File: src/verilog/arrayMachinePkg.sv
// Shared sizes, opcodes and records for the array machine.
// Array numbers live in local words, zero extended to ElemWidth.
// Offsets at or above NArea are not stored and read back as zero.

package arrayMachinePkg;

  // --------------------------------------------------------------------------
  // Sizes
  // --------------------------------------------------------------------------
  localparam int ElemWidth = 12;                       // Data word width
  localparam int NArea     = 10;                       // Words per array
  localparam int NArrays   = 16;                       // Array slots
  localparam int NLocal    = 16;                       // Local words
  localparam int NProg     = 32;                       // Program words
  localparam int MaxSteps  = 64;                       // Step limit
  localparam int SeqWidth  = 16;                       // Emission counter width

  localparam int ArrayIdxWidth = $clog2(NArrays);
  localparam int LocalIdxWidth = $clog2(NLocal);
  localparam int PcWidth       = $clog2(NProg);
  localparam int OffWidth      = $clog2(NArea);        // Element offset field
  localparam int StepWidth     = $clog2(MaxSteps + 1); // Counts 0 to MaxSteps
  localparam int HeapWords     = NArrays * NArea;
  localparam int HeapAddrWidth = $clog2(HeapWords);

  // --------------------------------------------------------------------------
  // Opcodes and FSM states
  // --------------------------------------------------------------------------
  // Operand use per opcode:
  //   opArray     local[loc] = new array number
  //   opFree      release array local[loc]
  //   opStoreImm  array local[loc], element off = imm
  //   opLoadLocal local[imm] = element off of array local[loc]
  //   opOutHeap   emit element off of array local[loc]
  //   opOutLocal  emit local[loc]
  //   opHalt      stop, no fault
  typedef enum logic [2:0] {
    opArray,
    opFree,
    opStoreImm,
    opLoadLocal,
    opOutHeap,
    opOutLocal,
    opHalt
  } opcode_t;

  typedef enum logic [2:0] {
    sIdle,                                             // After reset
    sFetch,                                            // Instruction valid, local read issued
    sExec,
    sWrite,                                            // Local write back or emit
    sDone                                              // Halted or faulted
  } seqState_t;

  // --------------------------------------------------------------------------
  // Records
  // --------------------------------------------------------------------------
  typedef struct packed {
    opcode_t                  opcode;
    logic [LocalIdxWidth-1:0] loc;                     // Array holder or source local
    logic [OffWidth-1:0]      off;                     // Element offset
    logic [ElemWidth-1:0]     imm;                     // Immediate or destination local
  } instr_t;

  typedef struct packed {
    logic [ElemWidth-1:0] data;
    logic [SeqWidth-1:0]  seq;                         // Emission count since start
  } outWord_t;

endpackage

File: src/verilog/arrayAllocator.sv
// Array number allocator. Freed numbers are reused last in, first out,
// before any fresh number. Freeing a number twice is not detected.
// allocIdx and allocFail are combinational and valid in every cycle.
`timescale 1ns/1ps

module arrayAllocator
  import arrayMachinePkg::*;
(
  input  logic                     run,
  input  logic                     rstN,
  input  logic                     clear,
  input  logic                     allocReq,
  input  logic                     freeReq,
  input  logic [ArrayIdxWidth-1:0] freeIdx,
  output logic [ArrayIdxWidth-1:0] allocIdx,
  output logic                     allocFail
);

  logic [ArrayIdxWidth-1:0] stack [NArrays];           // Freed arrays
  logic [ArrayIdxWidth:0]   top;                       // Entries on the stack
  logic [ArrayIdxWidth:0]   fresh;                     // Next never used number
  logic                     stackEmpty;
  logic                     canPush;
  logic                     canPop;

  assign stackEmpty = top == '0;
  assign allocIdx   = stackEmpty ? fresh[ArrayIdxWidth-1:0]
                                 : stack[ArrayIdxWidth'(top - 1'b1)];
  assign allocFail  = stackEmpty && fresh == (ArrayIdxWidth + 1)'(NArrays);
  assign canPop     = allocReq && !allocFail && !stackEmpty;
  assign canPush    = freeReq && !clear && top != (ArrayIdxWidth + 1)'(NArrays);

  always_ff @(posedge run or negedge rstN)
  begin
    if (!rstN)
    begin
      top   <= '0;
      fresh <= '0;
    end
    else if (clear)
    begin
      top   <= '0;
      fresh <= '0;
    end
    else if (allocReq && !allocFail)
    begin
      if (canPop)
      begin
        top <= top - 1'b1;                             // Reuse newest freed
      end
      else
      begin
        fresh <= fresh + 1'b1;
      end
    end
    else if (canPush)
    begin
      top <= top + 1'b1;
    end
  end

  always_ff @(posedge run)
  begin
    if (canPush)
    begin
      stack[top[ArrayIdxWidth-1:0]] <= freeIdx;
    end
  end

endmodule

File: src/verilog/arrayMachine.sv
// Array machine top level. Load the program while idle or done, then
// pulse start. outValid has no back-pressure and must always be taken.
`timescale 1ns/1ps

module arrayMachine
  import arrayMachinePkg::*;
(
  input  logic               run,
  input  logic               rstN,
  input  logic               loadValid,
  input  logic [PcWidth-1:0] loadAddr,
  input  instr_t             loadInstr,
  input  logic               start,
  output logic               finished,
  output logic               fault,
  output logic               outValid,
  output outWord_t           outWord
);

  logic [PcWidth-1:0]       pc;
  instr_t                   instr;
  logic                     busy;
  logic                     storeWe;
  logic                     clearAll;
  logic                     stepTick;
  logic                     limitHit;
  logic                     allocReq;
  logic                     freeReq;
  logic [ArrayIdxWidth-1:0] freeIdx;
  logic [ArrayIdxWidth-1:0] allocIdx;
  logic                     allocFail;
  logic                     heapWe;
  logic [ArrayIdxWidth-1:0] heapIdx;
  logic [OffWidth-1:0]      heapOff;
  logic [ElemWidth-1:0]     heapWData;
  logic [ElemWidth-1:0]     heapRData;
  logic                     localWe;
  logic [LocalIdxWidth-1:0] localAddr;
  logic [ElemWidth-1:0]     localWData;
  logic [ElemWidth-1:0]     localRData;

  assign storeWe = loadValid && !busy;                 // Loads while running dropped

  programStore i_programStore (
    .run      (run),
    .loadValid(storeWe),
    .loadAddr (loadAddr),
    .loadInstr(loadInstr),
    .pc       (pc),
    .instr    (instr)
  );

  sequencer i_sequencer (
    .run       (run),
    .rstN      (rstN),
    .start     (start),
    .limitHit  (limitHit),
    .instr     (instr),
    .pc        (pc),
    .allocReq  (allocReq),
    .freeReq   (freeReq),
    .freeIdx   (freeIdx),
    .allocIdx  (allocIdx),
    .allocFail (allocFail),
    .heapWe    (heapWe),
    .heapIdx   (heapIdx),
    .heapOff   (heapOff),
    .heapWData (heapWData),
    .heapRData (heapRData),
    .localWe   (localWe),
    .localAddr (localAddr),
    .localWData(localWData),
    .localRData(localRData),
    .stepTick  (stepTick),
    .clearAll  (clearAll),
    .busy      (busy),
    .finished  (finished),
    .fault     (fault),
    .outValid  (outValid),
    .outWord   (outWord)
  );

  stepTimer i_stepTimer (
    .run     (run),
    .rstN    (rstN),
    .clear   (clearAll),
    .stepTick(stepTick),
    .limitHit(limitHit)
  );

  arrayAllocator i_arrayAllocator (
    .run      (run),
    .rstN     (rstN),
    .clear    (clearAll),
    .allocReq (allocReq),
    .freeReq  (freeReq),
    .freeIdx  (freeIdx),
    .allocIdx (allocIdx),
    .allocFail(allocFail)
  );

  dataMemory i_dataMemory (
    .run       (run),
    .heapWe    (heapWe),
    .heapIdx   (heapIdx),
    .heapOff   (heapOff),
    .heapWData (heapWData),
    .heapRData (heapRData),
    .localWe   (localWe),
    .localAddr (localAddr),
    .localWData(localWData),
    .localRData(localRData)
  );

endmodule

File: src/verilog/dataMemory.sv
// Heap and local word stores, both with one write and one registered read.
// Heap element address is array * NArea + offset. Offsets at or above
// NArea are dropped on write and read back as zero.
// Contents are not cleared on start.
`timescale 1ns/1ps

module dataMemory
  import arrayMachinePkg::*;
(
  input  logic                     run,
  input  logic                     heapWe,
  input  logic [ArrayIdxWidth-1:0] heapIdx,
  input  logic [OffWidth-1:0]      heapOff,
  input  logic [ElemWidth-1:0]     heapWData,
  output logic [ElemWidth-1:0]     heapRData,
  input  logic                     localWe,
  input  logic [LocalIdxWidth-1:0] localAddr,
  input  logic [ElemWidth-1:0]     localWData,
  output logic [ElemWidth-1:0]     localRData
);

  logic [ElemWidth-1:0]     heapMem  [HeapWords];
  logic [ElemWidth-1:0]     localMem [NLocal];
  logic [HeapAddrWidth-1:0] heapAddr;
  logic                     heapInRange;

  // --------------------------------------------------------------------------
  // Heap
  // --------------------------------------------------------------------------
  assign heapAddr    = HeapAddrWidth'(heapIdx) * HeapAddrWidth'(NArea)
                     + HeapAddrWidth'(heapOff);
  assign heapInRange = heapOff < OffWidth'(NArea);

  always_ff @(posedge run)
  begin
    if (heapWe && heapInRange)
    begin
      heapMem[heapAddr] <= heapWData;
    end
  end

  always_ff @(posedge run)
  begin
    heapRData <= heapInRange ? heapMem[heapAddr] : '0;
  end

  // --------------------------------------------------------------------------
  // Local words
  // --------------------------------------------------------------------------
  always_ff @(posedge run)
  begin
    if (localWe)
    begin
      localMem[localAddr] <= localWData;
    end
  end

  always_ff @(posedge run)
  begin
    localRData <= localMem[localAddr];                 // Old data on same address write
  end

endmodule

File: src/verilog/programStore.sv
// Instruction memory with one write port for loading and a registered read.
// Words never loaded read as undefined, so a program must end in opHalt
// or fill the whole store.
`timescale 1ns/1ps

module programStore
  import arrayMachinePkg::*;
(
  input  logic               run,
  input  logic               loadValid,
  input  logic [PcWidth-1:0] loadAddr,
  input  instr_t             loadInstr,
  input  logic [PcWidth-1:0] pc,
  output instr_t             instr
);

  instr_t mem [NProg];

  always_ff @(posedge run)
  begin
    if (loadValid)
    begin
      mem[loadAddr] <= loadInstr;
    end
  end

  // Fetch stage, instr follows pc by one cycle
  always_ff @(posedge run)
  begin
    instr <= mem[pc];
  end

endmodule

File: src/verilog/sequencer.sv
// Instruction FSM. Each instruction takes sFetch and sExec, and the
// memory reading ones add sWrite. start is taken only when idle or done.
// opHalt stops cleanly even when the step limit has been reached.
`timescale 1ns/1ps

module sequencer
  import arrayMachinePkg::*;
(
  input  logic                     run,
  input  logic                     rstN,
  input  logic                     start,
  input  logic                     limitHit,
  input  instr_t                   instr,
  output logic [PcWidth-1:0]       pc,
  output logic                     allocReq,
  output logic                     freeReq,
  output logic [ArrayIdxWidth-1:0] freeIdx,
  input  logic [ArrayIdxWidth-1:0] allocIdx,
  input  logic                     allocFail,
  output logic                     heapWe,
  output logic [ArrayIdxWidth-1:0] heapIdx,
  output logic [OffWidth-1:0]      heapOff,
  output logic [ElemWidth-1:0]     heapWData,
  input  logic [ElemWidth-1:0]     heapRData,
  output logic                     localWe,
  output logic [LocalIdxWidth-1:0] localAddr,
  output logic [ElemWidth-1:0]     localWData,
  input  logic [ElemWidth-1:0]     localRData,
  output logic                     stepTick,
  output logic                     clearAll,
  output logic                     busy,
  output logic                     finished,
  output logic                     fault,
  output logic                     outValid,
  output outWord_t                 outWord
);

  seqState_t             state;
  seqState_t             stateNext;
  logic [PcWidth-1:0]    pcQ;
  logic [SeqWidth-1:0]   seqCount;
  logic                  advance;                      // Instruction retires
  logic                  emit;
  logic                  stop;
  logic                  stopFault;
  logic [ElemWidth-1:0]  emitData;

  assign busy     = !(state == sIdle || state == sDone);
  assign clearAll = start && !busy;

  // --------------------------------------------------------------------------
  // Next state and datapath controls
  // --------------------------------------------------------------------------
  // pc is the next program counter, so instr is valid throughout sFetch
  always_comb
  begin
    stateNext  = state;
    pc         = pcQ;
    allocReq   = 1'b0;
    freeReq    = 1'b0;
    heapWe     = 1'b0;
    localWe    = 1'b0;
    stepTick   = 1'b0;
    advance    = 1'b0;
    emit       = 1'b0;
    stop       = 1'b0;
    stopFault  = 1'b0;
    localAddr  = instr.loc;                            // Array holder read in sFetch
    localWData = ElemWidth'(allocIdx);
    heapIdx    = localRData[ArrayIdxWidth-1:0];
    heapOff    = instr.off;
    heapWData  = instr.imm;
    freeIdx    = localRData[ArrayIdxWidth-1:0];
    emitData   = heapRData;
    case (state)
      sIdle, sDone:
      begin
        if (start)
        begin
          stateNext = sFetch;
          pc        = '0;
        end
      end
      sFetch:
      begin
        if (instr.opcode == opHalt)
        begin
          stop = 1'b1;
        end
        else if (limitHit)
        begin
          stop      = 1'b1;                            // Runaway program
          stopFault = 1'b1;
        end
        else
        begin
          stepTick  = 1'b1;
          stateNext = sExec;
        end
      end
      sExec:
      begin
        case (instr.opcode)
          opArray:
          begin
            allocReq = 1'b1;
            if (allocFail)
            begin
              stop      = 1'b1;
              stopFault = 1'b1;
            end
            else
            begin
              localWe = 1'b1;
              advance = 1'b1;
            end
          end
          opFree:
          begin
            freeReq = 1'b1;
            advance = 1'b1;
          end
          opStoreImm:
          begin
            heapWe  = 1'b1;
            advance = 1'b1;
          end
          opLoadLocal, opOutHeap, opOutLocal:
          begin
            stateNext = sWrite;                        // Heap read in flight
          end
          default:
          begin
            stop = 1'b1;                               // Unknown code halts
          end
        endcase
      end
      sWrite:
      begin
        advance = 1'b1;
        if (instr.opcode == opLoadLocal)
        begin
          localWe    = 1'b1;
          localAddr  = instr.imm[LocalIdxWidth-1:0];
          localWData = heapRData;
        end
        else
        begin
          emit = 1'b1;
          if (instr.opcode == opOutLocal)
          begin
            emitData = localRData;
          end
        end
      end
      default:
      begin
        stateNext = sIdle;
      end
    endcase
    if (advance)
    begin
      if (pcQ == PcWidth'(NProg - 1))
      begin
        stop = 1'b1;                                   // Ran off the end
      end
      else
      begin
        stateNext = sFetch;
        pc        = pcQ + 1'b1;
      end
    end
    if (stop)
    begin
      stateNext = sDone;
    end
  end

  // --------------------------------------------------------------------------
  // State, status and output
  // --------------------------------------------------------------------------
  always_ff @(posedge run or negedge rstN)
  begin
    if (!rstN)
    begin
      state    <= sIdle;
      pcQ      <= '0;
      finished <= 1'b0;
      fault    <= 1'b0;
      outValid <= 1'b0;
      seqCount <= '0;
    end
    else
    begin
      state    <= stateNext;
      pcQ      <= pc;
      outValid <= emit;
      if (clearAll)
      begin
        finished <= 1'b0;
        fault    <= 1'b0;
        seqCount <= '0;
      end
      else
      begin
        if (stop)
        begin
          finished <= 1'b1;                            // Both rise together
          fault    <= stopFault;
        end
        if (emit)
        begin
          seqCount <= seqCount + 1'b1;
        end
      end
    end
  end

  always_ff @(posedge run)
  begin
    if (emit)
    begin
      outWord.data <= emitData;
      outWord.seq  <= seqCount;
    end
  end

endmodule

File: src/verilog/stepTimer.sv
// Saturating count of executed instructions.
// limitHit stays high from the MaxSteps-th tick until clear.
`timescale 1ns/1ps

module stepTimer
  import arrayMachinePkg::*;
(
  input  logic run,
  input  logic rstN,
  input  logic clear,
  input  logic stepTick,
  output logic limitHit
);

  logic [StepWidth-1:0] count;

  assign limitHit = count == StepWidth'(MaxSteps);

  always_ff @(posedge run or negedge rstN)
  begin
    if (!rstN)
    begin
      count <= '0;
    end
    else if (clear)
    begin
      count <= '0;
    end
    else if (stepTick && !limitHit)
    begin
      count <= count + 1'b1;                           // Holds at the limit
    end
  end

endmodule
File: config.mk
export PLATFORM = sky130hd
export DESIGN_NAME = arrayMachine
export DESIGN_NICKNAME = d
export VERILOG_FILES = /design/src/verilog/arrayMachinePkg.sv /design/src/verilog/arrayAllocator.sv /design/src/verilog/arrayMachine.sv /design/src/verilog/dataMemory.sv /design/src/verilog/programStore.sv /design/src/verilog/sequencer.sv /design/src/verilog/stepTimer.sv
export SDC_FILE = /design/constraint.sdc
export NUM_CORES = 2
export LEC_CHECK = 0
export BUFFER_PORTS_ARGS = -buffer_cell sky130_fd_sc_hd__buf_4
export CORE_UTILIZATION = 35
export CTS_BUF_LIST = sky130_fd_sc_hd__clkbuf_4 sky130_fd_sc_hd__clkbuf_8
export CTS_CLUSTER_SIZE = 20
export DETAILED_ROUTE_END_ITERATION = 10
export GPL_ROUTABILITY_DRIVEN = 1
export PLACE_DENSITY = 0.48
export SLEW_MARGIN = 20
export SYNTH_ARGS = -nofsm -noshare
export SYNTH_HDL_FRONTEND = slang
export SYNTH_SLANG_ARGS = --single-unit
File: constraint.sdc
create_clock -name run -period 12.4 [get_ports run]
set_clock_uncertainty 0.2 [all_clocks]
set_input_delay 0.62 -clock run [delete_from_list [all_inputs] [get_ports run]]
set_output_delay 0.62 -clock run [all_outputs]
set_load 0.02 [all_outputs]
# Word-level counts from Yosys, hierarchy flattened
# Memory sizes are Yosys's and may differ from the RTL's. A register that Yosys moved wholly into a read port is not among the register bits.
# Index checks and enable logic that the tools add are counted.
[op_classes] n_addsub=7 n_mul=1 magnitude_cmp=1 n_eq_ne=16 muxes=70 n_reduce_logical=29
[ops] operator="$mux 12" count=5
[ops] operator="$mux 5" count=11
[ops] operator="$mux 1" count=33
[ops] operator="$mux 16" count=2
[ops] operator="$mux 3" count=7
[ops] operator="$add 16x1->16 const B" count=1
[ops] operator="$add 5x1->5 const B" count=3
[ops] operator="$mux 7" count=2
[ops] operator="$eq 3x2->1 const B" count=4
[ops] operator="$eq 3x3->1 const B" count=4
[ops] operator="$mux 4" count=3
[ops] operator="$pmux 1 s2" count=6
[ops] operator="$pmux 3 s4" count=1
[ops] operator="$eq 5x5->1 const B" count=2
[ops] operator="$logic_and 1x1->1" count=9
[ops] operator="$add 8x4->8" count=1
[ops] operator="$reduce_bool 2->1" count=4
[ops] operator="$add 7x1->7 const B" count=1
[ops] operator="$eq 7x7->1 const B" count=1
[ops] operator="$mul 4x3->7 const B" count=1
[ops] operator="$eq 3x1->1 const B" count=2
[ops] operator="$logic_not 3->1" count=2
[ops] operator="$logic_not 1->1" count=5
[ops] operator="$logic_not 5->1" count=1
[ops] operator="other kinds (11)" count=13
[totals] reg_bits=72 ramBits=2912 input_bits=32 output_inout_bits=31 wordCells=139 n_memories=4
[memory_table] memory="i_dataMemory.heapMem" words=160 width=12 rd=1 rd_ports_with_merged_regs=1 write_ports=1 line="dataMemory.sv:22" source="logic [ElemWidth-1:0] heapMem [HeapWords];"
[memory_table] memory="i_programStore.mem" words=32 width=23 rd=1 rd_ports_with_merged_regs=1 write_ports=1 line="programStore.sv:17" source="instr_t mem [NProg];"
[memory_table] memory="i_dataMemory.localMem" words=16 width=12 rd=1 rd_ports_with_merged_regs=1 write_ports=1 line="dataMemory.sv:23" source="logic [ElemWidth-1:0] localMem [NLocal];"
[memory_table] memory="i_arrayAllocator.stack" words=16 width=4 rd=1 rd_ports_with_merged_regs=0 write_ports=1 line="arrayAllocator.sv:19" source="logic [ArrayIdxWidth-1:0] stack [NArrays];"

# Depth between registers and ports, before layout
[logic_depth] word_depth=9 mapped_depth=17 ltp_nobuf=12

# Cells and area by module
# Synthesis repeated with hierarchy kept, for this count alone.
[unflattened] cells_unflattened=5704 area_unflattened_um2=118013.2
[by_module_without_submodules] mod="dataMemory" instances=1 cells_per_inst=3570 area_per_inst_um2=82037.4 seq_area_each_um2=63901.3
[by_module_without_submodules] mod="programStore" instances=1 cells_per_inst=1619 area_per_inst_um2=29243.0 seq_area_each_um2=22561.6
[by_module_without_submodules] mod="arrayAllocator" instances=1 cells_per_inst=223 area_per_inst_um2=3383.2 seq_area_each_um2=2172.1
[by_module_without_submodules] mod="sequencer" instances=1 cells_per_inst=245 area_per_inst_um2=2897.8 seq_area_each_um2=1516.5
[by_module_without_submodules] mod="stepTimer" instances=1 cells_per_inst=46 area_per_inst_um2=437.9 seq_area_each_um2=175.2
[by_module_without_submodules] mod="arrayMachine" instances=1 cells_per_inst=1 area_per_inst_um2=13.8 seq_area_each_um2=0.0

# Least setup slack after synthesis
# No wires, ideal clock.
[synth_path] kind="flip-flop to flip-flop" from="register i_programStore.instr[0] (netlist name)" to="memory i_dataMemory.localMem[15][0], enable pin" setup_ps=396 arrival_ps=5064 setup_slack_ps=6740 stages_incl_launch_ff=6 n_path_buf=2 period_less_slack_ps=5660 cell_sequence="dfxtp_1 -> mux2i_1 -> buf_2 -> buf_2 -> or3b_2 -> nor3_1"
[synth_via] elab_chain_cells=2
[synth_rtl] item="$mux 4" line="sequencer.sv:141" source="if (instr.opcode == opLoadLocal)"
[synth_rtl] item="$mux 4" line="sequencer.sv:75" source="case (state)"
[synth_rtl] item="end, declared" line="dataMemory.sv:23"
# Every way passes these cells.

# Worst setup path in the final report
[layout_path] from="register i_arrayAllocator.top[1]" to="register i_programStore.instr[14] (netlist name)"
[layout_via] elab_chain_cells=6
[layout_rtl] item="start, declared" line="arrayAllocator.sv:20" source="logic [ArrayIdxWidth:0] top;"
[layout_rtl] item="start signal, assigned" line="arrayAllocator.sv:49" source="top <= top - 1'b1;"
[layout_rtl] item="start signal, assigned" line="arrayAllocator.sv:58" source="top <= top + 1'b1;"
[layout_rtl] item="$logic_not 5->1" line="arrayAllocator.sv:26" source="assign stackEmpty = top == '0;"
[layout_rtl] item="$logic_and 1x1->1" line="arrayAllocator.sv:29" source="assign allocFail = stackEmpty && fresh == (ArrayIdxWidth + 1)'(NArrays);"
[layout_rtl] item="$mux 1" line="sequencer.sv:107" source="if (allocFail)"
[layout_rtl] item="$pmux 1 s2" line="sequencer.sv:103" source="case (instr.opcode)"
[layout_rtl] item="$pmux 1 s2" line="sequencer.sv:75"
[layout_rtl] item="$mux 5" line="sequencer.sv:161" source="if (advance)"
# Every way passes these cells.
# A chain may end at the register's enable or synchronous reset.

==> results by group <==
Run
  – Max-cap violation count: 0

Routing
  – Drt wl/cell: 28.03 µm
  – DR vias/cell: 5.296
  – Metal3 WL: 15.59 mm
  – Remaining DRCs: 0
  – Met2 WL post-DR: 147.4 mm
  – Routed Antenna Nets: 0
  – DR pass1 iterations: 5
  – Total wire length: 307.8 mm
  – Starting DRT DRC Count: 5,130
  – Top layer in use: met5
  – DR vias: 58,160
  – WL met1: 138.2 mm

Timing
  – Worst slew pin tran: 1.111 ns
  – Fmax achieved: 145.0 MHz
  – Pins Over Slew Limit: 0
  – Period utilisation layout: 55.64%
  – Post-Route Setup TNS: 0 ns
  – # setup viols final: 0
  – Fin. Hold Viols: 0
  – Max-slew headroom: 25.97%
  – Setup repair after global routing missed its margin: false
  – Hold_ws: 0.2539 ns
  – Final min period: 6.899 ns

CTS
  – Clk root buf: clkbuf_8
  – Clock Path Buffers: 4
  – H-tree depth: 6
  – Hold Buf Count CTS: 34
  – CTS Buf Count: 534
  – Clock sinks: 3,031
  – Clk slew on worst S/H paths: 0.07 ns
  – Clock Latency Late Sink: 1.16 ns
  – Post-cts sizing count: 0
  – Number of setup buffers added after CTS: 0
  – Clock tree from TritonCTS: done

Placement
  – Gp weighted congestion: 0.7541
  – DP Area: 124,700 µm²
  – # port buffers: 62
  – DP Cell Count: 10,020
  – Detail Placement HPWL: 175.2 mm

Synth
  – Yosys reg bits: 3,031
  – Syn Std Cell Area: 117,100 µm²
  – Count of different cell masters after synthesis: 75
  – Asr flop ratio synth: 1.452%
  – Main flop type after synthesis: edfxtp_1
  – Synthesized Nets: 5,644
  – Synth Instances: 5,591
  – Post-synth EDFFs: 2,940
  – Seq/Total Area, Yosys: 77.12%
  – Mapped Avg Cell Area: 20.95 µm²
  – YS warnings: 0

Die
  – Die width: 580.5 µm
  – I/O pins: 63
  – Starting Density: 35.16%
  – Die area: 337,000 µm²
  – Row count: 212
  – Core box area: 333,200 µm²
  – Die Span Y: 580.5 µm

Global route
  – Vias in the first global route: 60,060
  – First-pass GRT wire length: 442.5 mm
  – Largest net degree at the start of global routing: 114
  – Antenna violations before repair: 10
  – Overall Global Routing Usage: 17.97%
  – Global route overflow: 0

Min path
  – Hold Path Class: in -> reg

Setup path
  – Largest stage delay, worst path: 0.76 ns
  – Worst path cell trace: inv_1, ha_1, or4b_4, o211ai_1, o2111a_1, buf_4, nor2_4, buf_4, inv_8, buf_4, buf_4, mux2i_1, a221oi_1, or4_1, a2111o_1
  – Worst Path Buf+Inv: 6
  – Slowest cell on crit path: buf_4
  – Worst EP required: 13.23 ns
  – Arrival time at the worst endpoint: 7.73 ns
  – Worst Path Max Fanout: 113
  – Crit-path leading delay family: buffers and inverters
  – Most common cell on crit path: buf_4
  – CP Launch Type: flip-flop
  – Crit. End Element: flip-flop
  – Crit Path Category: reg -> reg

Cells and area
  – Fin nets: 6,259
  – Fillers: 29,550
  – Layout Cells excl Fill: 10,980
  – Fraction of layout instances using a drive strength above 1: 29.92%
  – Layout area overhead: 15.40%
  – Finished Cell Area: 135,200 µm²

Power
  – Power density cells: 286.4 nW/µm²
  – Worst VDD drop: 0.5806 mV
  – Pleak: 42.83 nW

Status
  – Status: completed
cell usage after synthesis, drive strengths merged, types with 60 or more instances:
master / count / area share, %
nand4: 60 / 0.32
edfxtp: 2940 / 75
buf: 114 / 0.46
nand2: 241 / 0.77
mux2i: 203 / 1.7
clkbuf: 195 / 0.62
mux4: 692 / 13
nand3: 76 / 0.34
a21oi: 86 / 0.38
nor2: 276 / 0.89
o21ai: 104 / 0.44
registers in the layout, summed over array words and instances (netlist names):
signal,flops
i_dataMemory.localRData,12
i_dataMemory.heapRData,12
i_arrayAllocator.top,5
i_arrayAllocator.stack,64
i_sequencer.outWord,28
i_programStore.mem,736
i_sequencer.finished,1
i_sequencer.fault,1
i_sequencer.seqCount,16
i_arrayAllocator.fresh,5
i_dataMemory.heapMem,1920
i_programStore.instr,23
i_sequencer.pcQ,5
i_sequencer.outValid,1
i_sequencer.state,3
i_dataMemory.localMem,192
i_stepTimer.count,7
worst paths after layout:
kind	from	endpoint	slack, ns	cells past startpoint
worst min-delay path	loadInstr[22]	i_programStore.mem[21][22]	0.25	2
min in group asynchronous	rstN	i_sequencer.fault	0.38	4
worst max register to register	i_arrayAllocator.top[1]	i_programStore.instr[14]	5.50	15
max in group asynchronous	rstN	i_arrayAllocator.top[3]	11.39	4
worst max-delay path	i_arrayAllocator.top[1]	i_programStore.instr[14]	5.50	15
worst min register to register	i_sequencer.seqCount[15]	i_sequencer.outWord[15]	0.27	0
layout make-up:
class | count | area (µm²) | area share (%)
flip-flops and latches | 3031 | 90380 | 66.86
inverters | 18 | 77.57 | 0.05739
diodes | 7 | 17.52 | 0.01296
well taps | 4387 | 5489 | 4.061
clock buffers | 709 | 8770 | 6.488
clock inverters | 209 | 1217 | 0.9007
multi-input cells | 2233 | 25980 | 19.22
repair buffers | 388 | 3237 | 2.395
worst reg2reg max path, cell delays in order, from the launching register on:
cell,delay (ns)
dfrtp_1,0.44
inv_1,0.12
ha_1,0.21
or4b_4,0.60
o211ai_1,0.40
o2111a_1,0.28
buf_4,0.41
nor2_4,0.09
buf_4,0.35
inv_8,0.69
buf_4,0.84
buf_4,0.75
mux2i_1,0.34
a221oi_1,0.11
or4_1,0.65
a2111o_1,0.32
where the power goes:
part,switching (mW),internal (mW)
Clock,4.08,4.69
Sequential,0.485,12.6
Combinational,10.4,6.42
per-layer routing:
| layer | vias up | track usage, % |
|---|---|---|
| met1 | 31390 | 25.49 |
| met2 | 1714 | 28.90 |
| met5 | - | 0 |
| li1 | 24600 | - |
| met4 | 4 | 4.456 |
| met3 | 453 | 2.991 |
cells in the final DEF, fill, tap and decap left out, types with 22 or more instances in the layout:
cell type,instances
a211oi_1,25
mux4_2,692
nor2_1,232
nand3_1,65
clkinv_1,123
a32o_1,22
dfrtp_1,44
dfxtp_1,34
a21oi_1,84
o21ai_0,94
edfxtp_1,2940
nand2_1,237
nor3_1,28
and2_1,22
nand4_1,60
mux2_1,44
clkbuf_4,158
buf_4,338
clkbuf_8,551
dlygate4sd3_1,33
mux2i_1,199
a2111o_1,22
a221oi_1,45
or4_1,22
o22ai_1,57
o2111ai_1,23
nor2_2,23
clkinv_2,33
logic make-up (layout without fill, tap and decap cells):
logic type / after synthesis / after routing / synth area share [%]
DFF: 3031 / 3031 / 77.12
muxes: 953 / 953 / 15.60
and+or+nand+nor: 794 / 794 / 3.112
AOI/OAI and AO/OA: 431 / 431 / 2.538
buffers and inverters: 327 / 1324 / 1.140
xor gates and xnor gates: 34 / 34 / 0.2542
adders and majority gates: 21 / 21 / 0.2372
other: 0 / 7 / 0
per-stage QoR:
step           setup WS [ns]  total power [mW]  utilization, %
3_3_place_gp           5.448             30.35           37.41
6_report               5.501             38.72           40.57
5_1_grt                5.112             40.33           40.57
3_5_place_dp           5.393             30.46           37.43
4_1_cts                5.401             39.32           40.54
2_1_floorplan          6.740             23.53               -
Note: power is estimated with default switching activity, not from simulation.
